<file path="config.mk">
export PLATFORM = sky130hd
export DESIGN_NAME = mmio_read_mux
export DESIGN_NICKNAME = d
export VERILOG_FILES = /design/src/common/mmio_pkg.sv /design/src/mmio/mmio_read_mux.sv
export VERILOG_INCLUDE_DIRS = /design/src /design/src/common
export SDC_FILE = /design/constraint.sdc
export NUM_CORES = 1
export LEC_CHECK = 0
export BUFFER_PORTS_ARGS = -buffer_cell sky130_fd_sc_hd__buf_2
export CAP_MARGIN = 10
export CORE_MARGIN = 5
export CORE_UTILIZATION = 26
export DETAILED_ROUTE_END_ITERATION = 10
export GPL_ROUTABILITY_DRIVEN = 0
export MAX_ROUTING_LAYER = met4
export PLACE_DENSITY = 0.95
export SYNTH_ARGS = -nofsm -noshare
export SYNTH_HDL_FRONTEND = slang
export SYNTH_SLANG_ARGS = --single-unit
</file>
<file path="constraint.sdc">
create_clock -name vclk -period 1.4
set_input_delay 0.28 -clock vclk [all_inputs]
set_output_delay 0.28 -clock vclk [all_outputs]
set_load 0.02 [all_outputs]
</file>
<file path="src/common/mmio_defs.svh">
`ifndef MMIO_DEFS_SVH
`define MMIO_DEFS_SVH

// Bus widths seen by the core side of the block.
`define MMIO_ADDR_W 32 // Byte address.
`define MMIO_DATA_W 64 // One double word per access.

// Peripheral widths.
`define MMIO_KB_W  8  // Keyboard scan code.
`define MMIO_SEG_W 32 // Value shown on the seven-segment display.

// Data RAM window, 4096 bytes or 512 double words.
`define MMIO_RAM_BASE 32'h8000_0000
`define MMIO_RAM_LEN  4096

// Each peripheral decodes an 8 byte window.
`define MMIO_KB_BASE  32'ha000_0000 // Keyboard port, read only.
`define MMIO_SEG_BASE 32'ha000_0100 // Display register, write only.
`define MMIO_PERI_LEN 8

// Returned by any read that finds nothing to return.
// The core treats it as "no data", so keep it recognizable.
`define MMIO_IDLE_DATA 64'h0000_0000_ffff_aaaa

`endif

</file>
<file path="src/common/mmio_pkg.sv">
package mmio_pkg;

    // Region hit by an address, as classified by the decoder.
    typedef enum logic [1:0] {
        REGION_NONE, // Outside every window.
        REGION_RAM,  // Data RAM.
        REGION_KB,   // Keyboard port.
        REGION_SEG   // Display register.
    } mmio_region_e;

    // Width operation of a load or store.
    // The plain forms sign-extend loads and the U forms zero-extend them.
    // Stores only look at the size, so WOP_B and WOP_BU write the same byte.
    typedef enum logic [2:0] {
        WOP_B,  // Byte.
        WOP_H,  // Half word, 2 bytes.
        WOP_W,  // Word, 4 bytes.
        WOP_D,  // Double word, 8 bytes.
        WOP_BU, // Byte, unsigned.
        WOP_HU, // Half word, unsigned.
        WOP_WU  // Word, unsigned.
    } mmio_wop_e;

endpackage

</file>
<file path="src/mmio/mmio_read_mux.sv">
`include "mmio_defs.svh"

module mmio_read_mux (
    input  logic                    ren,       // Load strobe from the core.
    input  mmio_pkg::mmio_region_e  rregion,   // Region of the load address.
    input  logic [`MMIO_DATA_W-1:0] ram_rdata, // Extended RAM data.
    input  logic [`MMIO_KB_W-1:0]   kb_data,   // Waiting keyboard code.
    input  logic                    kb_ready,  // A code is waiting.
    output logic [`MMIO_DATA_W-1:0] rdata,     // Load result to the core.
    output logic                    kb_ack     // Tells the keyboard the code was taken.
);

    import mmio_pkg::*;

    // Purely combinational, the core samples rdata in the same cycle.
    always_comb begin
        rdata  = `MMIO_IDLE_DATA; // Default for misses and idle cycles.
        kb_ack = 1'b0;
        if (ren) begin
            case (rregion)
                REGION_RAM: begin
                    rdata = ram_rdata;
                end
                REGION_KB: begin
                    // With no code waiting the read is treated like a miss.
                    if (kb_ready) begin
                        rdata  = {{(`MMIO_DATA_W-`MMIO_KB_W){1'b0}}, kb_data};
                        kb_ack = 1'b1; // The source drops the code on the next edge.
                    end
                end
                default: begin
                    // The display register is write only, it reads as idle.
                    rdata = `MMIO_IDLE_DATA;
                end
            endcase
        end
    end

endmodule

</file>
## Yosys cells after proc, flatten, opt, wreduce, memory -nomap -nowiden

Cells that the tools add are included.

| operators by class | value |
|---|---|
| equal/unequal tests | 2 |
| mux-type cells | 6 |

Operators with widths:

| kind | count |
|---|---|
| case mux 64 bit (2 select lines) | 1 |
| 2-to-1 mux 64 bit | 1 |
| 2-to-1 mux 32 bit | 1 |
| 2-to-1 mux 1 bit | 3 |
| equality test 2 x 1 -> 1 bit (second input constant) | 1 |
| equality test 2 bit (second input constant) | 1 |

| storage, ports and cells | value |
|---|---|
| flip-flop bits (word level) | 0 |
| input port bits | 76 |

## Logic depth before layout (Yosys ltp)

| logic depth | value |
|---|---|
| depth in word-level cells | 3 |
| depth in mapped cells | 7 |
| mapped depth without buffers | 4 |

## Worst setup path before layout

OpenSTA, ideal clock, no wires.

| timing | value |
|---|---|
| path kind | input to output |
| from | in rregion[0] |
| to | out rdata[11] |
| arrival | 1.167 ns |
| required time | 1.120 ns |
| setup slack | -0.047 ns |
| stages on the path | 6 |
| path through | inv_1 ha_1 nor2b_1 clkbuf_2 buf_4 nand3_1 |

| between the ends | value |
|---|---|
| cells in the longest elaborated chain, start to end | 3 |

Ends and longest elaborated chain:

| element | line | text |
|---|---|---|
| start: declaration | mmio_read_mux.sv:5 | `input mmio_pkg::mmio_region_e rregion,` |
| equality test 2 bit / equality test 2 x 1 -> 1 bit (equally long branches) | mmio_read_mux.sv:20 | `case (rregion)` |
| case mux 64 bit (2 select lines) * | mmio_read_mux.sv:20 |  |
| 2-to-1 mux 64 bit * | mmio_read_mux.sv:19 | `if (ren) begin` |
| end: declaration | mmio_read_mux.sv:9 | `` output logic [`MMIO_DATA_W-1:0] rdata, `` |

Every way passes the cells marked *; elsewhere a longest branch is shown, timed or not.

## Worst setup path after layout

| timing | value |
|---|---|
| from | in rregion[0] |
| to | out rdata[30] |

The elaborated chain is that of the path after synthesis.

==> summary.txt <==
Global routing
  – Largest net degree at the start of global routing: 38
  – Grt ovf: 0
  – Vias in the first global route: 1238
  – Initial antenna violation count: 0
  – All-Layer GR Usage: 0.1938
  – First-pass GRT wire length: 5630 µm

Finish
  – Multi-input gate area: 663.1 µm²
  – N_diodes: 0
  – Fin cells: 281
  – Final nets: 331
  – Fillers: 169
  – Fin util: 0.7697
  – Area added between synthesis and finish: 181.2%
  – Num sequential: 0
  – CLK BUF: 0
  – Seq. cell area: 0 µm²
  – Layout cells sized above 1: 0.6853

Power
  – PD cells: 337.0 mW/mm²
  – P_int: 323.9 µW
  – Static leakage: 1.102 nW
  – Maximum vdd drop: 0.0002706 V
  – Share of power burned in the clock network: 0
  – NetSw: 318.7 µW
  – Share of power burned in registers: 0
  – Comb pwr share: 1.000
  – Switching share of power: 0.4960

Critical path
  – Worst path slowest cell: ha_4
  – CP most frequent cell: buf_6
  – Critical path required time: 1.12 ns
  – Critical Path Max Stage Delay: 0.19 ns
  – Family with the most delay on the worst path: buffers and inverters
  – Startpoint types: input port
  – Crit-path cells: buf_8, inv_4, ha_4, nor2b_4, buf_6, nand3_1, buf_6
  – Kind of critical path: in -> out
  – Critical path depth: 7
  – Crit Path Max Fanout: 6
  – Worst Path Buf+Inv: 4
  – Crit path DAT: 1.24 ns
  – Endpoint class of the critical path: output pin

STA
  – Hold_ws: 0.8680 ns
  – Rel. slew slack: 0.8201
  – Slew @ Worst Pin: 0.2698 ns
  – Max frequency: 0.6575 GHz
  – Period utilization: 1.086
  – Slew Viols, Final: 0
  – Crit path time final: 1.521 ns
  – Final Hold Fails: 0
  – Setup ws final: -0.1210 ns
  – RSZ-0062 raised after global routing: true
  – Finish-stage setup viols: 41

Logic synthesis
  – Post-Syn Area: 678.2 µm²
  – Yosys top cell by area: and3_1
  – Distinct cells, synth: 15
  – Largest cells by area after synthesis: and3_1 34%, nand3_1 18%, nand2_1 11%
  – Syn avg cell area: 5.747 µm²
  – Syn Inst Count: 118
  – Yosys warning total: 0
  – Top cell type's share of synthesized area: 0.3413
  – Register area share after synthesis: 0
  – Syn Nets: 196

Die
  – Initial Util: 0.2737
  – Die Area: 0.003730 mm²
  – Core ar.: 0.002477 mm²
  – Ports: 141
  – # rows: 18
  – Die extent in x: 61.07 µm
  – Die height: 61.07 µm

Run status
  – Status: finished, violations left
  – Failing checks: setup timing

Drt
  – Drt total wl: 4529 µm
  – First-iteration detailed-routing DRC count: 121
  – DR DRC count: 0
  – Detailed Routing Iterations Pass 1: 4
  – Wire length per cell: 16.12 µm
  – Via count: 1414
  – Post-route ant nets: 0
  – Vias/cell: 5.032

Flow run
  – Max Cap Viol: 0

Min path
  – Hold Path Depth: 4
  – Worst hold path type: in -> out

Placement
  – Post-DP HPWL: 2806 µm
  – Port-buffer cells: 141
  – Placed Cells: 277

CTS
  – CTS Hold Bufs: 0
-- worst min-delay path, stage by stage --
cell	delay (ns)
buf_2	0.07
nand2_1	0.05
nand3_2	0.07
buf_6	0.11
-- cell usage after synthesis, types with 2 or more instances --
| master | n |
|---|---|
| a22oi_1 | 4 |
| a32oi_1 | 4 |
| and3_1 | 37 |
| buf_2 | 6 |
| buf_4 | 3 |
| buf_6 | 4 |
| clkbuf_1 | 2 |
| clkbuf_2 | 3 |
| ha_1 | 2 |
| inv_1 | 2 |
| nand2_1 | 20 |
| nand2b_1 | 2 |
| nand3_1 | 24 |
| nor2_1 | 4 |
-- placed cells by master (no fill, tap or decap) --
cell type	Yosys	layout
buf_2	6	76
buf_6	4	50
and3_1	37	35
nand2_1	20	20
buf_4	3	19
nand3_2	0	14
nand3_1	24	10
a22oi_1	4	4
a32oi_1	4	4
nor2_1	4	4
buf_12	0	4
and3_4	0	2
nand2b_1	2	2
ha_4	0	2
buf_8	0	2
inv_4	0	1
nor2b_4	0	1
inv_2	0	1
-- final timing paths --
| check | startpoint | end | slack (ns) |
|---|---|---|---|
| worst min-delay path | ram_rdata[23] | rdata[23] | 0.87 |
| worst max-delay path | rregion[0] | rdata[30] | -0.12 |
-- power by group through the flow --
| stage | Combinational (mW) | Clock, mW | Sequential [mW] |
|---|---|---|---|
| 4_1_cts | 0.572 | 0 | 0 |
| 3_3_place_gp | 0.452 | 0 | 0 |
| 2_1_floorplan | 0.257 | 0 | 0 |
| 5_1_grt | 0.681 | 0 | 0 |
| 3_5_place_dp | 0.462 | 0 | 0 |
| 6_report | 0.643 | 0 | 0 |
-- cell families after synthesis --
logic type	Yosys count	synth area share
adders and majority gates	2	0.03689
buffers and inverters	20	0.1882
AOI/OAI and AO/OA	8	0.09594
and+or+nand+nor	88	0.6790
-- per-stage QoR --
step / TNS [ns] / setup slack (ns) / power, mW / area, µm²
floorplan: -0.9482 / -0.04741 / 0.2572 / 678.2
global placement: -11.52 / -0.2052 / 0.4515 / 1396
finish: -2.115 / -0.1210 / 0.6426 / 1907
detailed placement: -13.51 / -0.2601 / 0.4617 / 1396
CTS: -1.654 / -0.07665 / 0.5717 / 1682
global route: -4.561 / -0.1626 / 0.6814 / 1907
-- layer usage --
layer | track usage | part of all wire | vias up
li1 | - | - | 684
met1 | 0.2331 | 0.35 | 633
met2 | 0.3701 | 0.54 | 93
met3 | 0.01468 | 0.10 | 4
met4 | 0 | 0.0097 | 0
met5 | - | 0 | -
-- layout make-up --
cell class	instances	area share
repair buffers	151	0.6273
multi-input cells	98	0.3478
well taps	30	0.01969
inverters	2	0.005249
-- repair_timing --
item | 4_1_cts | 5_1_grt
gates resized for setup | 77 | 69
buffers inserted | 1 | 0
endpoints found under the hold margin | 0 | 0
endpoints found under the setup margin | 65 | 64
gates cloned | 3 | 0
pin swaps | 3 | 1
(Power assumes the default switching activity.)
