===== config.mk =====
export PLATFORM = sky130hd
export DESIGN_NAME = mmio_seg_reg
export DESIGN_NICKNAME = d
export VERILOG_FILES = /design/src/common/mmio_pkg.sv /design/src/mmio/mmio_seg_reg.sv
export VERILOG_INCLUDE_DIRS = /design/src /design/src/common
export SDC_FILE = /design/constraint.sdc
export NUM_CORES = 1
export LEC_CHECK = 0
export CAP_MARGIN = 20
export CORE_AREA = 4 4 63 65
export DETAILED_ROUTE_END_ITERATION = 7
export DIE_AREA = 0 0 67 69
export DONT_BUFFER_PORTS = 1
export GPL_TIMING_DRIVEN = 0
export SLEW_MARGIN = 10
export SYNTH_ARGS = -nofsm -noshare
export SYNTH_HDL_FRONTEND = slang
export SYNTH_SLANG_ARGS = --single-unit

===== constraint.sdc =====
create_clock -name clk -period 2.1 [get_ports clk]
set_clock_uncertainty 0.2 [all_clocks]
set_input_delay 0 -clock clk [delete_from_list [all_inputs] [get_ports clk]]
set_output_delay 0 -clock clk [all_outputs]
set_load 0.005 [all_outputs]

===== src/common/mmio_defs.svh =====
`ifndef MMIO_DEFS_SVH
`define MMIO_DEFS_SVH

// Bus widths seen by the core side of the block.
`define MMIO_ADDR_W 32 // Byte address.
`define MMIO_DATA_W 64 // One double word per access.

// Peripheral widths.
`define MMIO_KB_W  8  // Keyboard scan code.
`define MMIO_SEG_W 32 // Value shown on the seven-segment display.

// Data RAM window, 4096 bytes or 512 double words.
`define MMIO_RAM_BASE 32'h8000_0000
`define MMIO_RAM_LEN  4096

// Each peripheral decodes an 8 byte window.
`define MMIO_KB_BASE  32'ha000_0000 // Keyboard port, read only.
`define MMIO_SEG_BASE 32'ha000_0100 // Display register, write only.
`define MMIO_PERI_LEN 8

// Returned by any read that finds nothing to return.
// The core treats it as "no data", so keep it recognizable.
`define MMIO_IDLE_DATA 64'h0000_0000_ffff_aaaa

`endif


===== src/common/mmio_pkg.sv =====
package mmio_pkg;

    // Region hit by an address, as classified by the decoder.
    typedef enum logic [1:0] {
        REGION_NONE, // Outside every window.
        REGION_RAM,  // Data RAM.
        REGION_KB,   // Keyboard port.
        REGION_SEG   // Display register.
    } mmio_region_e;

    // Width operation of a load or store.
    // The plain forms sign-extend loads and the U forms zero-extend them.
    // Stores only look at the size, so WOP_B and WOP_BU write the same byte.
    typedef enum logic [2:0] {
        WOP_B,  // Byte.
        WOP_H,  // Half word, 2 bytes.
        WOP_W,  // Word, 4 bytes.
        WOP_D,  // Double word, 8 bytes.
        WOP_BU, // Byte, unsigned.
        WOP_HU, // Half word, unsigned.
        WOP_WU  // Word, unsigned.
    } mmio_wop_e;

endpackage


===== src/mmio/mmio_seg_reg.sv =====
`include "mmio_defs.svh"

module mmio_seg_reg (
    input  logic                    clk,
    input  logic                    arst_n,    // Asynchronous clear, active low.
    input  logic                    wen,       // Store strobe from the core.
    input  mmio_pkg::mmio_region_e  wregion,   // Region of the store address.
    input  logic [`MMIO_DATA_W-1:0] wdata,     // Store data.
    output logic [`MMIO_SEG_W-1:0]  seg_value  // Value for the display driver.
);

    import mmio_pkg::*;

    logic seg_we;

    // Any width of store to the window loads the register.
    assign seg_we = wen && (wregion == REGION_SEG);

    // The display shows blanks (zero) until the first store after reset.
    // Loading on the rising edge keeps the block on a single clock edge.
    always_ff @(posedge clk or negedge arst_n) begin
        if (!arst_n) begin
            seg_value <= '0;
        end else if (seg_we) begin
            seg_value <= wdata[`MMIO_SEG_W-1:0]; // Low 32 bits only.
        end
    end

endmodule


[Yosys cells after proc, flatten, opt, wreduce, memory -nomap -nowiden]
Cells that the tools add are included.
Storage, ports and cells
  register bits: 32
  memories: 0
  latch bits: 0
  memory bits (read-only): 0
  word-level logic and storage cells: 3
  input port bits: 69
  RAM bits: 0
Operators by class
  div/mod/pow operators: 0
  reductions and logical operators: 1
  magnitude comparators: 0
  bitwise logic cells: 0
  add/sub/neg operators: 0
  mux-type cells: 0
  multipliers: 0
  equality and inequality tests: 1
  shift-type cells: 0
Operators with widths (count)
  equality test 2 bit, second input constant: 1
  logical AND 1 bit: 1

[Depth between registers and ports, before layout]
Gate-level depths: netlist (run 1).
  word-level depth: 2
  gate-level depth with buffers: 3

[Worst setup path after synthesis (run 1)]
Ideal clock, no wire load.
  kind: register to register
  from: register, netlist name seg_value[29]
  to: register seg_value[29]
  path slack: 1.161 ns
  library setup time: 0.125 ns
  arrival time: 0.614 ns
  cell stages (with the launch flop): 2
  clock period less this slack: 0.939 ns
  cell sequence: dfrtp_1 -> mux2_2
RTL lines
  end signal, assigned: line mmio_seg_reg.sv:25  | seg_value <= wdata[`MMIO_SEG_W-1:0];
  end, declared: line mmio_seg_reg.sv:9  | output logic [`MMIO_SEG_W-1:0] seg_value

==> results by group, run 1 <==
Finish
  • Fillers: 255
  • Register Area: 801 µm²
  • Register bank with the most flops: seg_value
  • Largest regs: seg_value (32)
  • Max reg flops: 32
  • Share of cells above drive strength 1: 31.9%
  • Final net count: 210
  • Area occupied by multi-input gates: 483 µm²
  • Ant diodes: 0
  • P&R area growth vs syn: 61.0%

Worst hold path
  • Hold EP: seg_value[1]$_DFFE_PN0P_
  • Worst min-delay path class: in2reg
  • HP Start: wregion[1]
  • Hold path cells: 3

Timing
  • Hold Violations, Final: 2
  • Final period utilization: 74.3%
  • Min Tclk post-route: 1560 ps
  • Max Freq: 641 MHz
  • Least-Margin Pin Slew: 173 ps
  • RSZ-0062 raised after global routing: no
  • Max-slew violations: 0
  • Setup_tns: 0 ps
  • Hold Slack: -5.24 ps
  • Final setup violating endpoints: 0
  • Slew margin rel.: 88.5%

CTS
  • Clock transition at path regs: 90 ps
  • Cts bufs inserted: 5
  • Root Buffer Master: clkbuf_4
  • Num Clock Sinks: 32
  • Longest Clk Path Bufs: 2
  • Insertion delay to the later sink of the worst-skew pair: 320 ps
  • H-tree lvl count: 2
  • CTS tree: done

Yosys
  • Mapped Avg Cell Area: 19.4 µm²
  • Synth Area in XOR/XNOR: 0%
  • Synth warn: 0
  • Synth Area in Compound Gates: 0%
  • Post-Syn Area: 1320 µm²
  • Mapped Cells: 68
  • Number of synthesized register bits: 32
  • Post-Synth Simple-Gate Area: 0.760%
  • Register area share after synthesis: 60.8%
  • Post-Synth Adder-Cell Area: 0%
  • Synthesized Nets: 137
  • Mux cell area share after synthesis: 35.9%
  • Largest family of logic cells by synthesized area: multiplexers
  • Netlist cell types: 5

Die
  • Initial Util: 39.5%
  • Row count: 21
  • Die Ht: 69 µm
  • Die area: 4620 µm²
  • Die Wd: 67 µm
  • Core area: 3340 µm²
  • I/O Pins: 101

Routing
  • Via density: 4.63
  • Routed vias: 866
  • DRT antenna net count: 0
  • DRC viols: 0
  • DR pass1 iterations: 2
  • Drt total wl: 3260 µm
  • Initial DRC count: 44
  • DR WL/cell: 17.4 µm

Run status
  • Failing checks: negative hold slack
  • Run status: complete, but fails checks

Setup path
  • CP Capture Type: flip-flop
  • Worst r2r path cells: 2
  • Critical path arrival: 1560 ps
  • Reg2Reg Setup Slack: 540 ps
  • Critical path required time: 2100 ps
  • Crit path kind: reg2reg
  • Worst r2r dst: seg_value[28]$_DFFE_PN0P_
  • Worst r2r src: seg_value[28]$_DFFE_PN0P_
  • Startpoint Class: flip-flop
  • Critical Path Fanout Max: 2

Place
  • GP Congestion: 0.588
  • IO buf count: 0

Global route
  • Antenna violations before repair: 0
  • Total GRT Usage: 14.9%
  • Vias in the first global route: 941
  • GR Overflow Total: 0
  • Largest net degree at the start of global routing: 33
  • First-pass GRT wire length: 5080 µm

Power and ir drop
  • VDD IR max: 336 µV
  • Leak: 1.02 nW
  • Pwr per Cell Area: 784 nW/µm²
  • Power, Total: 1.66 mW

Flow run
  • # Max-Cap Violations: 0
## synth_stat cells, drive strengths merged
cell type,instances,area [µm²]
buf,3,33.8
dfrtp,32,801
mux2,32,473
nand3,1,10.0
## critical path, stage by stage, from the launching register on
cell and delay (ps):
dfrtp_1 420, mux2_4 270, dlygate4sd3_1 560
## stage by stage
stage	utilization [%]	cell area [µm²]	instances	setup slack (ps)	hold WS (ps)
after floorplan	-	1320	68	1160	-496
after global placement	41.2	1380	114	1110	-495
after detailed placement	41.2	1380	114	1100	-495
after CTS	63.6	2120	187	550	0.627
after global routing	63.6	2120	187	509	1.49
final	63.6	2120	187	540	-5.24
## per-layer routing
metal / wire [µm] / track usage, % / vias to the layer above / part of all wire [%]
li1: - / - / 385 / -
met1: 1180 / 16.3 / 441 / 36
met2: 1830 / 26.1 / 36 / 56
met3: 202 / 4.55 / 4 / 6.2
met4: 46 / 6.08 / 0 / 1.4
met5: 0 / 0 / - / 0
## kinds of logic (layout without fill, tap and decap cells)
group	count (synthesis)	in the layout
mux	32	32
flops	32	32
buf+inv	3	76
simple gates	1	1
## placed cells by master (no fill, tap or decap)
cell type / synthesis / final
buf_12: 0 / 2
buf_6: 3 / 3
clkbuf_4: 0 / 5
clkbuf_8: 0 / 2
dfrtp_1: 32 / 32
dlygate4sd3_1: 0 / 64
mux2_2: 2 / 2
mux2_4: 30 / 30
nand3_2: 1 / 1
## power by group
group	leakage [nW]	total [mW]	switching, mW	internal [mW]
sequential	0.379	0.835	0.102	0.733
combinational	0.600	0.440	0.0949	0.345
clock	0.0374	0.387	0.197	0.190
## timing repair
action / in CTS / in global routing
setup buffers: 0 / 0
resized for setup: 0 / 0
setup endpoints to repair: 0 / 0
hold buffers: 66 / 0
hold endpoints to repair: 64 / 0
## layout make-up
type                    instances  area share (%)
plain buffers                   3            1.59
multi-input cells              33            22.8
repair buffers                 66            32.1
clock buffers                   7            3.07
flip-flops and latches         32            37.8
well taps                      46            2.71
## worst max path at each step
stage / slack [ps] / from / depth (start not counted) / endpoint
3_5_place_dp: 1100 / wen / 3 / seg_value[1]$_DFFE_PN0P_
4_1_cts: 550 / seg_value[30]$_DFFE_PN0P_ / 2 / seg_value[30]$_DFFE_PN0P_
5_1_grt: 510 / seg_value[21]$_DFFE_PN0P_ / 2 / seg_value[21]$_DFFE_PN0P_
6_report: 540 / seg_value[28]$_DFFE_PN0P_ / 2 / seg_value[28]$_DFFE_PN0P_
2_1_floorplan: 1160 / seg_value[29]$_DFFE_PN0P_ / 1 / seg_value[29]$_DFFE_PN0P_
3_3_place_gp: 1110 / wen / 3 / seg_value[8]$_DFFE_PN0P_
No activity file was read; power rests on OpenSTA's default activity.
==> run 2, diff against run 1 <==
ABC_AREA = 1   (was not set)
clock period = 1.6 ns   (was 2.1 ns; I/O delays follow)
==> run 2 against run 1 <==
  * The flow now finishes without violations
  * Flip-flop and latch count is the same
  * Power increased by 19%
  * Setup slack got worse by 530 ps
  * Clock-buffer cell count is 1 lower
  * Utilization grew 1.8 points
  * Non-clock buffer count grew 15
  * Synthesized cell count rose by 110%
==> results by group, run 2 <==
Routing
  • DRT antenna net count: 0 (unchanged)
  • WL met3: 368 µm (+82%)
  • DRC viols: 0 (unchanged)
  • DR WL/cell: 17.0 µm (-2.3%)
  • Met2 WL: 2470 µm (+35%)
  • Routed vias: 1366 (+58%)
  • Highest Signal Layer: met4
  • Wl on met1: 1630 µm (+38%)
  • DR pass1 iterations: 4 (+2)
  • Via density: 5.10 (+10%)
  • Initial DRC count: 65 (+48%)
  • Drt total wl: 4570 µm (+40%)

Timing
  • Min Tclk post-route: 1590 ps
  • Max-slew violations: 0 (unchanged)
  • RSZ-0062 raised after global routing: yes
  • Slew margin rel.: 86.3% (-2.2 points)
  • Setup_tns: 0 ps (unchanged)
  • Hold Slack: 35.1 ps (+40.4 ps)
  • Final setup violating endpoints: 0 (unchanged)
  • Fin worst setup slack: 13.9 ps (-526 ps)
  • Hold Violations, Final: 0 (-2)
  • Final period utilization: 99.1%
  • Max Freq: 630 MHz
  • Least-Margin Pin Slew: 206 ps (+33.3 ps)

Yosys
  • Cell taking the most area after synthesis: dfrtp_1
  • Count leader, synth: nand2_1
  • Number of synthesized register bits: 32 (unchanged)
  • Synthesized Nets: 213 (+55%)
  • Most used DFF post-synth: dfrtp_1
  • Post-Syn Area: 1330 µm² (+1.2%)
  • Area contributors post-synth: dfrtp_1, nand2_1, nand4_1
  • Top cell type's share of synthesized area: 60.0% (-0.74 points)
  • Mapped Avg Cell Area: 9.26 µm² (-52%)
  • Mapped Cells: 144 (+110%)
  • Synth cell count leaders: nand2_1, dfrtp_1, nand4_1, buf_2, buf_4
  • Number of synthesized flops with an enable pin: 0 (unchanged)
  • Register area share after synthesis: 60.0% (-0.74 points)
  • Async set-reset flop share out of synthesis: 100% (unchanged)
  • Synth warn: 0 (unchanged)
  • Netlist cell types: 6 (+1)

Global route
  • Vias in the first global route: 1472 (+56%)
  • First-pass GRT wire length: 7300 µm (+44%)
  • Antenna violations before repair: 1 (+1)
  • GR Overflow Total: 0 (unchanged)
  • Total GRT Usage: 21.0% (+6.0 points)
  • Largest net degree at the start of global routing: 33 (unchanged)

Finish
  • Largest regs: seg_value (32)
  • Post-Layout Inst Area: 2180 µm² (+2.9%)
  • P&R area growth vs syn: 63.6%
  • Commonest non-fill, non-tap cell in the layout: dlygate4sd3_1
  • Post-Layout Cell Count: 268 (+43%)
  • Fin util: 65.4% (+1.8 points)
  • Final net count: 289 (+38%)
  • Fillers: 282 (+11%)
  • Max reg flops: 32 (unchanged)
  • Most frequent cells in the layout: dlygate4sd3_1, nand2_1, nand4_1, dfrtp_1, buf_2
  • Share of cells above drive strength 1: 10.9% (-21 points)
  • Register bank with the most flops: seg_value

CTS
  • Insertion delay to the later sink of the worst-skew pair: 320 ps (about the same)
  • Cts bufs inserted: 5 (unchanged)
  • Longest Clk Path Bufs: 2 (unchanged)
  • Num Clock Sinks: 32 (unchanged)
  • CTS tree: done
  • Postcts setup bufs: 0 (unchanged)
  • H-tree lvl count: 2 (unchanged)
  • Clock transition at path regs: 100 ps (about the same)
  • Root Buffer Master: clkbuf_4

Die
  • Initial Util: 40.0% (+0.49 points)
  • Die area: 4620 µm² (unchanged)
  • Die Wd: 67 µm (unchanged)
  • Die Ht: 69 µm (unchanged)
  • Row count: 21 (unchanged)
  • I/O Pins: 101 (unchanged)
  • Core area: 3340 µm² (unchanged)

Worst hold path
  • HP Start: wen
  • Worst min-delay path class: in2reg

Flow run
  • # Max-Cap Violations: 0 (unchanged)

Setup path
  • Most Frequent Cell on Critical Path: dlygate4sd3_1
  • Crit path kind: in2reg
  • Worst r2r src: seg_value[29]$_DFFE_PN0P_
  • Critical Path Fanout Max: 10 (+8)
  • Slowest library cell on the worst path: dlygate4sd3_1
  • Critical path, cell by cell: dlygate4sd3_1 -> buf_2 -> buf_4 -> nand4_1 -> dlygate4sd3_1 -> nand2_1
  • Startpoint Class: input port
  • Worst Setup SP: wregion[1]
  • CP Capture Type: flip-flop
  • Critical path required time: 1670 ps (-430 ps)
  • Crit path max-delay family: buffers and inverters
  • Critical path arrival: 1660 ps (+100 ps)
  • Worst path max stage delay: 580 ps (+20 ps)
  • Buf/Inv on CP: 4 (+3)

Place
  • GP Congestion: 0.673 (+14%)
  • DP Area: 1390 µm² (+1.2%)
  • Dpl hpwl: 2540 µm
  • IO buf count: 0 (unchanged)
  • Post-place setup slack: 648 ps (-447 ps)
  • Post-Place Cells: 190 (+67%)

Power and ir drop
  • Power, Total: 1.98 mW (+19%)
  • VDD IR max: 483 µV (+44%)
  • Leak: 0.987 nW (-2.8%)
  • Pwr per Cell Area: 905 nW/µm² (+16%)

Run status
  • Run status: finished, final reports clean
[run 2: repair_timing]
item,CTS,global route
setup endpoints to repair,0,30
endpoints found under the hold margin,64,0
hold buffers,69,0
gates resized for setup,0,7
[run 2: routing by layer]
metal | up-vias | global-route usage [%]
met2 | 56 | 38.5
li1 | 644 | -
met4 | 0 | 8.11
met5 | - | 0
met1 | 657 | 21.1
met3 | 9 | 6.66
[run 2: cell families (layout without fill, tap and decap cells)]
kind of cell  after synthesis  count (layout)  share of synthesized area, %
other cells                 0               1                             0
flops                      32              32                          60.0
simple gates               97              97                          33.8
buf+inv                    15              92                          6.19
[run 2: layout make-up]
cell class                 count  area, µm²  area share (%)
clock inverter                 2       35.0            1.61
multi-input combinational     97        450            20.6
sequential                    32        801            36.7
tap                           46       57.6            2.64
timing repair buffer          69        701            32.1
clock buffer                   6       41.3            1.89
antenna                        1       2.50           0.115
buffer                        15       93.8            4.30
[run 2: tightest hold or removal path, stage by stage]
cell and delay (ps):
buf_2 140, nand3_2 110, buf_4 170, nand2_1 60, nand2_1 50
[run 2: where the power goes]
group          internal (mW)  switching, mW
Clock                  0.328          0.269
Sequential             0.937          0.115
Combinational          0.168          0.159
Total                   1.43          0.543
[run 2: final timing paths]
check / end / slack, ps / depth (start not counted)
setup / recovery: seg_value[0]$_DFFE_PN0P_ / 10 / 6
hold / removal: seg_value[6]$_DFFE_PN0P_ / 40 / 5
setup reg to reg: seg_value[29]$_DFFE_PN0P_ / 730 / 2
hold reg to reg: seg_value[13]$_DFFE_PN0P_ / 320 / 2
max in group asynchronous: seg_value[26]$_DFFE_PN0P_ / 570 / 3
min in group asynchronous: seg_value[29]$_DFFE_PN0P_ / 460 / 3
