[config.mk]
export PLATFORM = sky130hd
export DESIGN_NAME = mmio_decode
export DESIGN_NICKNAME = d
export VERILOG_FILES = /design/src/common/mmio_pkg.sv /design/src/mmio/mmio_decode.sv
export VERILOG_INCLUDE_DIRS = /design/src /design/src/common
export SDC_FILE = /design/constraint.sdc
export NUM_CORES = 1
export LEC_CHECK = 0
export ABC_AREA = 1
export BUFFER_PORTS_ARGS = -buffer_cell sky130_fd_sc_hd__buf_2
export CAP_MARGIN = 25
export CORE_MARGIN = 2
export CORE_UTILIZATION = 53
export DETAILED_ROUTE_END_ITERATION = 10
export PLACE_DENSITY = 0.91
export SKIP_LAST_GASP = 1
export SYNTH_ARGS = -nofsm -noshare
export SYNTH_HDL_FRONTEND = slang
export SYNTH_SLANG_ARGS = --single-unit
export TNS_END_PERCENT = 5
[constraint.sdc]
create_clock -name vclk -period 2
set_input_delay 0.1 -clock vclk [all_inputs]
set_output_delay 0.1 -clock vclk [all_outputs]
set_load 0.01 [all_outputs]
[src/common/mmio_defs.svh]
`ifndef MMIO_DEFS_SVH
`define MMIO_DEFS_SVH

// Bus widths seen by the core side of the block.
`define MMIO_ADDR_W 32 // Byte address.
`define MMIO_DATA_W 64 // One double word per access.

// Peripheral widths.
`define MMIO_KB_W  8  // Keyboard scan code.
`define MMIO_SEG_W 32 // Value shown on the seven-segment display.

// Data RAM window, 4096 bytes or 512 double words.
`define MMIO_RAM_BASE 32'h8000_0000
`define MMIO_RAM_LEN  4096

// Each peripheral decodes an 8 byte window.
`define MMIO_KB_BASE  32'ha000_0000 // Keyboard port, read only.
`define MMIO_SEG_BASE 32'ha000_0100 // Display register, write only.
`define MMIO_PERI_LEN 8

// Returned by any read that finds nothing to return.
// The core treats it as "no data", so keep it recognizable.
`define MMIO_IDLE_DATA 64'h0000_0000_ffff_aaaa

`endif

[src/common/mmio_pkg.sv]
package mmio_pkg;

    // Region hit by an address, as classified by the decoder.
    typedef enum logic [1:0] {
        REGION_NONE, // Outside every window.
        REGION_RAM,  // Data RAM.
        REGION_KB,   // Keyboard port.
        REGION_SEG   // Display register.
    } mmio_region_e;

    // Width operation of a load or store.
    // The plain forms sign-extend loads and the U forms zero-extend them.
    // Stores only look at the size, so WOP_B and WOP_BU write the same byte.
    typedef enum logic [2:0] {
        WOP_B,  // Byte.
        WOP_H,  // Half word, 2 bytes.
        WOP_W,  // Word, 4 bytes.
        WOP_D,  // Double word, 8 bytes.
        WOP_BU, // Byte, unsigned.
        WOP_HU, // Half word, unsigned.
        WOP_WU  // Word, unsigned.
    } mmio_wop_e;

endpackage

[src/mmio/mmio_decode.sv]
`include "mmio_defs.svh"

module mmio_decode (
    input  logic [`MMIO_ADDR_W-1:0] raddr,   // Load address.
    input  logic [`MMIO_ADDR_W-1:0] waddr,   // Store address.
    output mmio_pkg::mmio_region_e  rregion, // Region of the load.
    output mmio_pkg::mmio_region_e  wregion  // Region of the store.
);

    import mmio_pkg::*;

    // True when addr falls in [base, base + len).
    // Subtracting first keeps the compare safe near the top of the map.
    function automatic logic in_window(
        input logic [`MMIO_ADDR_W-1:0] addr,
        input logic [`MMIO_ADDR_W-1:0] base,
        input int unsigned             len
    );
        logic [`MMIO_ADDR_W-1:0] offset;
        offset = addr - base;
        return (addr >= base) && (offset < len);
    endfunction

    // Map one address onto its region. The windows do not overlap,
    // so the order of the tests only matters for readability.
    function automatic mmio_region_e classify(input logic [`MMIO_ADDR_W-1:0] addr);
        mmio_region_e region;
        region = REGION_NONE;
        if (in_window(addr, `MMIO_RAM_BASE, `MMIO_RAM_LEN)) begin
            region = REGION_RAM;
        end else if (in_window(addr, `MMIO_KB_BASE, `MMIO_PERI_LEN)) begin
            region = REGION_KB;
        end else if (in_window(addr, `MMIO_SEG_BASE, `MMIO_PERI_LEN)) begin
            region = REGION_SEG;
        end
        return region;
    endfunction

    // Both ports are decoded independently, since a load and a store
    // can be in flight in the same cycle.
    always_comb begin
        rregion = classify(raddr); // Level, follows raddr only.
        wregion = classify(waddr); // Level, follows waddr only.
    end

endmodule

After elaboration in Yosys (flattened, before gate mapping)
Cells that the tools add are included.
Widths: inputs -> output; s select.
{ "word_totals": {"register_bits": 0, "in_bits": 64} }
{ "op_classes": {"n_addsub": 6, "magnitude_cmp": 12, "n_mux": 6, "reduce_logical": 6} }
{ "op_table": {"columns": ["operator", "count"], "rows": [
  ["$ge 32x32->1 const B", 6],
  ["$sub 32x32->32 const B", 6],
  ["$lt 32x4->1 const B", 4],
  ["$lt 32x13->1 const B", 2],
  ["$mux 2", 6],
  ["$logic_and 1x1->1", 6]
]} }

Logic depth before layout (Yosys ltp)
Gate-level depths: netlist of run 1.
{ "depth": {"word_depth": 6, "ltp_mapped": 12} }

Least setup slack after synthesis of run 1
No wires, ideal clock.
{ "synth_timing": {"kind": "input to output", "startpoint": "input raddr[10]", "endpoint": "output rregion[0]", "arrival_time_ps": 1090, "required_ps": 1900, "slack_ps": 810, "path_stages": 11, "cell_sequence": "nor2_2 -> nand2_4 -> nor2_8 -> nand3_2 -> nand2_1 -> nand2_1 -> nor2_2 -> nand2_1 -> nor2_2 -> nand3_2 -> nand2_1"} }
{ "synth_between": {"elab_chain_len": 6, "elab_cells_between_ends": 15, "classes_between": "add/sub: 3; order compare: 6; mux: 3; reduce/logical: 3"} }
{ "synth_lines": {"columns": ["element", "line_no", "source"], "rows": [
  ["start: declaration", "mmio_decode.sv:4", "input logic [`MMIO_ADDR_W-1:0] raddr,"],
  ["$sub 32x32->32", "mmio_decode.sv:20", "offset = addr - base;"],
  ["$lt 32x4->1", "mmio_decode.sv:21", "return (addr >= base) && (offset < len);"],
  ["$logic_and 1x1->1", "mmio_decode.sv:21", null],
  ["$mux 2", "mmio_decode.sv:33", "end else if (in_window(addr, `MMIO_SEG_BASE, `MMIO_PERI_LEN)) begin"],
  ["$mux 2", "mmio_decode.sv:31", "end else if (in_window(addr, `MMIO_KB_BASE, `MMIO_PERI_LEN)) begin"],
  ["$mux 2 *", "mmio_decode.sv:29", "if (in_window(addr, `MMIO_RAM_BASE, `MMIO_RAM_LEN)) begin"],
  ["end: declaration", "mmio_decode.sv:6", "output mmio_pkg::mmio_region_e rregion,"]
]} }
Mark *: on every way between the ends. The rest lies on a longest branch, timed or not.

Worst setup path after layout of run 1
{ "layout_timing": {"startpoint": "input waddr[15]", "endpoint": "output wregion[0]"} }
{ "layout_between": {"elab_chain_len": 6, "elab_cells_between_ends": 15, "classes_between": "add/sub: 3; order compare: 6; mux: 3; reduce/logical: 3"} }
{ "layout_lines": {"columns": ["element", "line_no", "source"], "rows": [
  ["start: declaration", "mmio_decode.sv:5", "input logic [`MMIO_ADDR_W-1:0] waddr,"],
  ["$sub 32x32->32", "mmio_decode.sv:20", null],
  ["$lt 32x4->1", "mmio_decode.sv:21", null],
  ["$logic_and 1x1->1", "mmio_decode.sv:21", null],
  ["$mux 2", "mmio_decode.sv:33", null],
  ["$mux 2", "mmio_decode.sv:31", null],
  ["$mux 2 *", "mmio_decode.sv:29", null],
  ["end: declaration", "mmio_decode.sv:7", "output mmio_pkg::mmio_region_e wregion"]
]} }
Marks and branches as above.

==> results of run 1 <==
## metal layers
| metal | up-vias | routed length (um) | GRT usage, % |
|---|---|---|---|
| li1 | 998 | - | - |
| met1 | 799 | 1600 | 29.3 |
| met2 | 59 | 1880 | 52.6 |
| met3 | 0 | 193 | 0.546 |
| met4 | 0 | 0 | 0 |
| met5 | - | 0 | 0 |
## area by class of cell
type	instances	area share, %
well taps	30	2.19
repair buffers	62	18.1
multi-input cells	253	74.2
inverters	25	5.48
## cells in the mapped netlist, drive strengths merged
cell type  number
a21oi           1
ha              6
inv            25
nand2         111
nand3          21
nand3b          2
nand4           6
nor2           85
nor3            3
nor4            2
o2111ai         2
o21ai           6
o21bai          2
or2             1
or3             1
xor2            4
## power groups by stage
| stage | Sequential (uW) | Clock (uW) | Combinational [uW] |
|---|---|---|---|
| 3_5_place_dp | 0 | 0 | 228 |
| 6_report | 0 | 0 | 230 |
| 4_1_cts | 0 | 0 | 229 |
| 3_3_place_gp | 0 | 0 | 222 |
| 2_1_floorplan | 0 | 0 | 118 |
| 5_1_grt | 0 | 0 | 260 |
## critical path, cell delays in order
cell and delay [ns]:
buf_2 0.11, nor2_1 0.18, nand2_1 0.07, nor2_1 0.18, nand2_1 0.09, nand2_1 0.06
nand3_1 0.06, nor2_1 0.13, nand2_1 0.06, nor2_1 0.12, nand3_1 0.10, nand2_1 0.07
buf_2 0.12
## layout by cell type, fill, tap and decap left out, types with 3 or more instances in the layout
| cell | n |
|---|---|
| buf_2 | 62 |
| ha_1 | 6 |
| inv_1 | 25 |
| nand2_1 | 103 |
| nand2_2 | 6 |
| nand3_1 | 18 |
| nand3_2 | 3 |
| nand4_1 | 6 |
| nor2_1 | 64 |
| nor2_2 | 12 |
| nor2_4 | 7 |
| nor3_1 | 3 |
| o21ai_0 | 4 |
| xor2_1 | 4 |
## logic make-up after synthesis
group	synth area share (%)
and+or+nand+nor	80.1
adders and majority gates	5.50
buffers and inverters	6.87
xor gates and xnor gates	2.57
AOI/OAI and AO/OA	4.95
## metrics by stage
stage | worst slack (ns) | hold slack, ns | power (uW)
CTS | 0.467 | 0.567 | 229
floorplan | 0.810 | 0.349 | 118
finish | 0.445 | 0.565 | 230
detailed placement | 0.476 | 0.567 | 228
global placement | 0.483 | 0.566 | 222
global route | 0.296 | 0.598 | 260
## path summary, 6_finish.rpt
| check | cells after the start | start | endpoint |
|---|---|---|---|
| worst max-delay path | 13 | waddr[15] | wregion[0] |
| worst min-delay path | 5 | raddr[3] | rregion[1] |
==> metrics.yaml, run 1 <==
grt:
  antenna_found_initial: 0
  grt_pass1_vias: 1581
  gr-usage-all-layers_pct: 25.2
  grt_pass1_wl_mm: 5.89
  grt_start_max_net_pins: 9
  overflow: 0
synth:
  syn_inst: 278
  avgSynthCellArea_sq_um: 4.91
  syn-cell-area_sq_mm: 0.00137
  ys_warn_count: 0
  synth.distinct_cells: 23
  synth_fp_nets: 348
  seq_area_frac_synth_pct: 0
  yosysTopAreaCell: "nand2_1"
  synth.top_cell.area_share_pct: 28.3
  synth.top_cells.by_area: "nand2_1, nor2_1, inv_1"
clock_tree:
  holdBufCountCts: 0
  post_cts_buffers: 0
  ctsResizeCount: 0
die:
  design.core.area_sq_mm: 0.00245
  dieArea_sq_mm: 0.00300
  die-height_um: 54.8
  num_io_pins: 68
  num_rows: 18
  initial_core_util_pct: 55.6
  dieWidth_um: 54.8
min_path:
  hold_path_class: "in -> out"
cells_and_area:
  antenna_cells: 0
  final_core_util_pct: 69.8
  multiInputGateArea_sq_mm: 0.00127
  layout.nets: 412
  clock_buffers: 0
  nFillCells: 233
  post-route-cell-area_sq_mm: 0.00171
  regArea_sq_um: 0
  seq_cell_count: 0
  syn2layout_area_growth_pct: 25.5
  finalNonFillerCells: 370
  drive_above_1_share_pct: 27.6
setup_path:
  critPathCaptureType: "output pin"
  arrival_ns: 1.45
  crit_fanout: 3
  start_kind: "input pin"
  worstPathRequired_ns: 1.90
  critPathKind: "in -> out"
run_status:
  status: "finished clean"
drt:
  drtAntennaViolNets: 0
  vias: 1856
  viasPerCell: 5.02
  drt_first_iter_violations: 48
  drc: 0
  routedWlPerCell_um: 9.92
  first_pass_iters: 4
  wirelength_mm: 3.67
sta:
  finalHoldViolCount: 0
  period_needed_ns: 1.55
  worstMarginPinSlew_ns: 0.368
  setup_viol: 0
  period_share_pct: 77.7
  fin_tns_setup_ns: 0
  clock.fmax_mhz: 643
  final_max_slew_viol_count: 0
  rsz0062_at_grt: "no"
  slew_headroom_pct: 75.3
power:
  leakage_uw: 0.000930
  p_comb_share_pct: 100.0
  p_sw_uw: 138
  p_int_uw: 91.8
  peakVddDrop_mv: 0.107
  seq_power_share_pct: 0
  pwr-share-clk_pct: 0
  pwr_density_cell_mw_per_mm2: 134
  switching_share_pct: 60.1
place:
  port_buffers: 62
  place_area_sq_mm: 0.00171
  place_congestion: 0.920
  place_hpwl_mm: 3.25
  placedCellCount: 370
run:
  maxCapViolations: 0
Power figures use the tool's default switching activity.
==> inputs of run 2 (changes only) <==
Settings changed: CORE_UTILIZATION 53 to 49, PLACE_DENSITY 0.91 to 0.85.
Clock period 2 ns to 1.6 ns, I/O delays scaled along.
==> metrics.yaml, run 2 (same netlist as run 1, synthesis figures left out) <==
setup_path:
  cpLargestDelayFamily: "simple AND/OR/NAND/NOR gates"
  critPathCaptureType: "output pin"
  worstPathRequired_ns: 1.52
  slowest_delay_ns: 0.18
  slowest_stage: "nor2_1"
  start_kind: "input pin"
  crit_chain: "buf_2 -> nor2_1 -> nand2_1 -> nor2_2 -> nand3_1 -> nand2_1 -> nand2_1 -> nand2_1 -> nand2_1 -> nor2_1 -> nand3_1 -> nand2_1 -> buf_2"
  path_common_cell: "nand2_1"
  critPathKind: "in -> out"
  crit_fanout: 3
  arrival_ns: 1.40
  worst-path-buf-inv: 2
sta:
  clock.fmax_mhz: 675
  whs_ns: 0.521
  period_share_pct: 92.6
  fin_tns_setup_ns: 0
  slew_headroom_pct: 82.7
  rsz0062_at_grt: "yes"
  period_needed_ns: 1.48
  worstMarginPinSlew_ns: 0.257
  finalHoldViolCount: 0
  final_max_slew_viol_count: 0
  setup_viol: 0
grt:
  use_met1_pct: 28.0
  antenna_found_initial: 0
  busiest_layer: "met2"
  grt_start_max_net_pins: 9
  gr-usage-all-layers_pct: 22.3
  overflow: 0
  grt_pass1_wl_mm: 6.18
  grt_pass1_vias: 1606
  grtUsageMet2_pct: 43.7
  gr-usage-met3_pct: 1.15
place:
  place_hpwl_mm: 3.15
  place_congestion: 0.930
  port_buffers: 62
power:
  p_total_uw: 294
  peakVddDrop_mv: 0.127
  leakage_uw: 0.000938
  pwr_density_cell_mw_per_mm2: 167
drt:
  viasPerCell: 5.00
  drtAntennaViolNets: 0
  drt_first_iter_violations: 141
  vias: 1859
  wirelength_mm: 3.69
  drc: 0
  first_pass_iters: 4
  routedWlPerCell_um: 9.91
clock_tree:
  post_cts_buffers: 0
run_status:
  status: "finished clean"
die:
  initial_core_util_pct: 50.4
  die-height_um: 56.8
  num_rows: 19
  num_io_pins: 68
  design.core.area_sq_mm: 0.00271
  dieWidth_um: 56.8
  dieArea_sq_mm: 0.00322
cells_and_area:
  syn2layout_area_growth_pct: 28.9
  drive_above_1_share_pct: 30.5
  nFillCells: 272
  seq_cell_count: 0
  multiInputGateArea_sq_mm: 0.00131
  antenna_cells: 0
  final_cell_mix: "nand2_1, buf_2, nor2_1"
  regArea_sq_um: 0
  layout.nets: 413
  final_common_cell: "nand2_1"
  clock_buffers: 0
min_path:
  hold_path_class: "in -> out"
run:
  maxCapViolations: 0
[run 2: changes by cell type in the layout (fill, tap and decap cells not counted)]
cell,before,now
buf_4,0,1
nor2_1,64,57
nor2_4,7,10
nand2_2,6,8
nand2_1,103,101
nor2_2,12,16
[run 2: worst paths after layout]
check / from / end / slack [ns] / depth (start not counted)
max: waddr[15] / wregion[0] / 0.12 / 13
min: raddr[3] / rregion[1] / 0.52 / 5
[run 2: cell type report]
type                            instances  share of cell area [%]
Tap cell                               31                    2.20
Timing Repair Buffer                   63                    18.1
Inverter                               25                    5.33
Multi-Input combinational cell        253                    74.4
[run 2: where the power goes]
group | internal, uW | total (uW) | switching, uW
registers | 0 | 0 | 0
clock network | 0 | 0 | 0
logic | 117 | 294 | 176
total | 117 | 294 | 176
[run 2: routing by layer]
| layer | routed length [um] | up-vias |
|---|---|---|
| met5 | 0 | - |
| met4 | 18 | 0 |
| met3 | 222 | 2 |
| met2 | 1820 | 71 |
| met1 | 1620 | 783 |
| li1 | - | 1003 |
[run 2: worst min-delay path, delay by kind of cell]
kind | cells | cell delay [ns]
buffers and inverters | 2 | 0.20
AND/OR/NAND/NOR | 3 | 0.15
[run 2: through the flow]
stage	util, %	setup WS, ns	cell area [sq um]	std cells
2_1_floorplan	-	0.450	1370	278
3_3_place_gp	63.5	0.135	1720	372
3_5_place_dp	63.5	0.134	1720	372
4_1_cts	63.5	0.131	1720	372
5_1_grt	64.9	-0.0518	1760	372
6_report	64.9	0.118	1760	372
[run 2: what timing repair did]
action	4_1_cts	5_1_grt
setup endpoints to repair	0	4
gates resized for setup	0	12
hold buffers	0	0
==> inputs of run 3 (changes only) <==
==> constraint.sdc (replaced) <==
create_clock -name vclk -period 1.6
set_input_delay 0.24 -clock vclk [all_inputs]
set_output_delay 0.24 -clock vclk [all_outputs]
set_load 0.01 [all_outputs]
==> metrics.yaml, run 3 (same netlist as run 1, synthesis figures left out) <==
grt:
  grt_pass1_vias: 1960
  grt_start_max_net_pins: 9
  gr-usage-all-layers_pct: 28.0
  overflow: 0
  grt_pass1_wl_mm: 7.64
  antenna_found_initial: 0
min_path:
  holdPathEnd: "rregion[1]"
  hold_path_class: "in -> out"
  hold_start: "raddr[3]"
  whs_path_depth: 5
cells_and_area:
  regArea_sq_um: 0
  post-route-cell-area_sq_mm: 0.00216
  seq_cell_count: 0
  syn2layout_area_growth_pct: 58.4
  finalNonFillerCells: 415
  antenna_cells: 0
  nFillCells: 211
  drive_above_1_share_pct: 42.2
  final_common_cell: "nand2_1"
  clock_buffers: 0
  layout.nets: 456
  final_cell_mix: "nand2_1, buf_2, nor2_1"
setup_path:
  slowest_delay_ns: 0.15
  arrival_ns: 1.54
  start_kind: "input pin"
  worst-path-buf-inv: 2
  crit_chain: "buf_2 -> nor2_4 -> nand2_4 -> nor2_4 -> nand2_1 -> nand2_1 -> nand3_1 -> nor2_2 -> nand2_1 -> nor2_2 -> nand3_2 -> nand2_1 -> buf_2"
  worstPathRequired_ns: 1.36
  cpLargestDelayFamily: "simple AND/OR/NAND/NOR gates"
  slowest_stage: "nor2_4"
  critPathKind: "in -> out"
  critPathCaptureType: "output pin"
  crit_fanout: 6
  path_common_cell: "nand2_1"
drt:
  viasPerCell: 4.99
  routedWlPerCell_um: 11.1
  wirelength_mm: 4.60
  drc: 0
  drt_first_iter_violations: 138
  vias: 2069
  drtAntennaViolNets: 0
  first_pass_iters: 4
clock_tree:
  holdBufCountCts: 0
place:
  port_buffers: 62
  placedCellCount: 414
  place_hpwl_mm: 3.64
  place_area_sq_mm: 0.00204
  place_congestion: 0.903
  dp_slack_ns: -0.213
die:
  design.core.area_sq_mm: 0.00271
  dieArea_sq_mm: 0.00322
  initial_core_util_pct: 50.4
  die-height_um: 56.8
  dieWidth_um: 56.8
  num_rows: 19
  num_io_pins: 68
sta:
  fin_ws_ns: -0.181
  slew_headroom_pct: 83.4
  final_max_slew_viol_count: 0
  fin_tns_setup_ns: -0.682
  clock.fmax_mhz: 561
  rsz0062_at_grt: "yes"
  whs_ns: 0.846
  finalHoldViolCount: 0
  period_share_pct: 111
  setup_viol: 4
  worstMarginPinSlew_ns: 0.247
  period_needed_ns: 1.78
run_status:
  violations: "negative setup slack"
  status: "finished, violations left"
power:
  pwr_density_cell_mw_per_mm2: 177
  peakVddDrop_mv: 0.156
  leakage_uw: 0.00116
run:
  maxCapViolations: 0
==> run 3: cell count changes in the layout (fill, tap and decap cells not counted) <==
cell     before  now
nor2_1       57   47
nand2_2       8   10
buf_4         1   44
buf_2        62   60
nand2_4       2    3
buf_6         0    2
nand3_2       3    5
nor2_4       10   14
nor2_2       16   22
nand2_1     101   98
nand3_1      18   16
==> run 3: worst max-delay path by stage <==
stage | from | endpoint | slack [ns] | cells past startpoint
after global routing | waddr[13] | wregion[0] | -0.33 | 13
final | raddr[10] | rregion[1] | -0.18 | 13
after global placement | waddr[11] | wregion[0] | -0.19 | 13
after CTS | raddr[10] | rregion[0] | -0.15 | 13
after detailed placement | waddr[9] | wregion[0] | -0.21 | 13
after floorplan | raddr[10] | rregion[0] | 0.13 | 11
==> run 3: report_power, final <==
group	internal, uW	leakage (uW)	switching, uW
combinational	177	0.00116	206
sequential	0	0	0
clock	0	0	0
==> run 3: stage by stage <==
stage / util, % / power (uW)
CTS: 77.6 / 363
detailed placement: 75.2 / 348
floorplan: - / 148
global route: 79.8 / 423
global placement: 75.2 / 340
finish: 79.8 / 383
==> run 3: timing repair <==
item / in CTS / in global routing
endpoints found under the hold margin: 0 / 0
pin swaps: 6 / 16
setup buffers: 1 / 0
endpoints found under the setup margin: 4 / 4
resized for setup: 17 / 17
==> run 3: area by class of cell <==
type / instances / area, sq um / area share [%]
multi-input combinational: 253 / 1380 / 63.7
timing repair buffer: 106 / 653 / 30.2
inverter: 25 / 93.8 / 4.34
tap: 31 / 38.8 / 1.79
==> run 3: routing by layer <==
layer,part of all wire (%),track usage [%]
met5,0,0
met4,1.2,4.65
met3,3.6,0
met2,54,57.5
met1,41,32.1
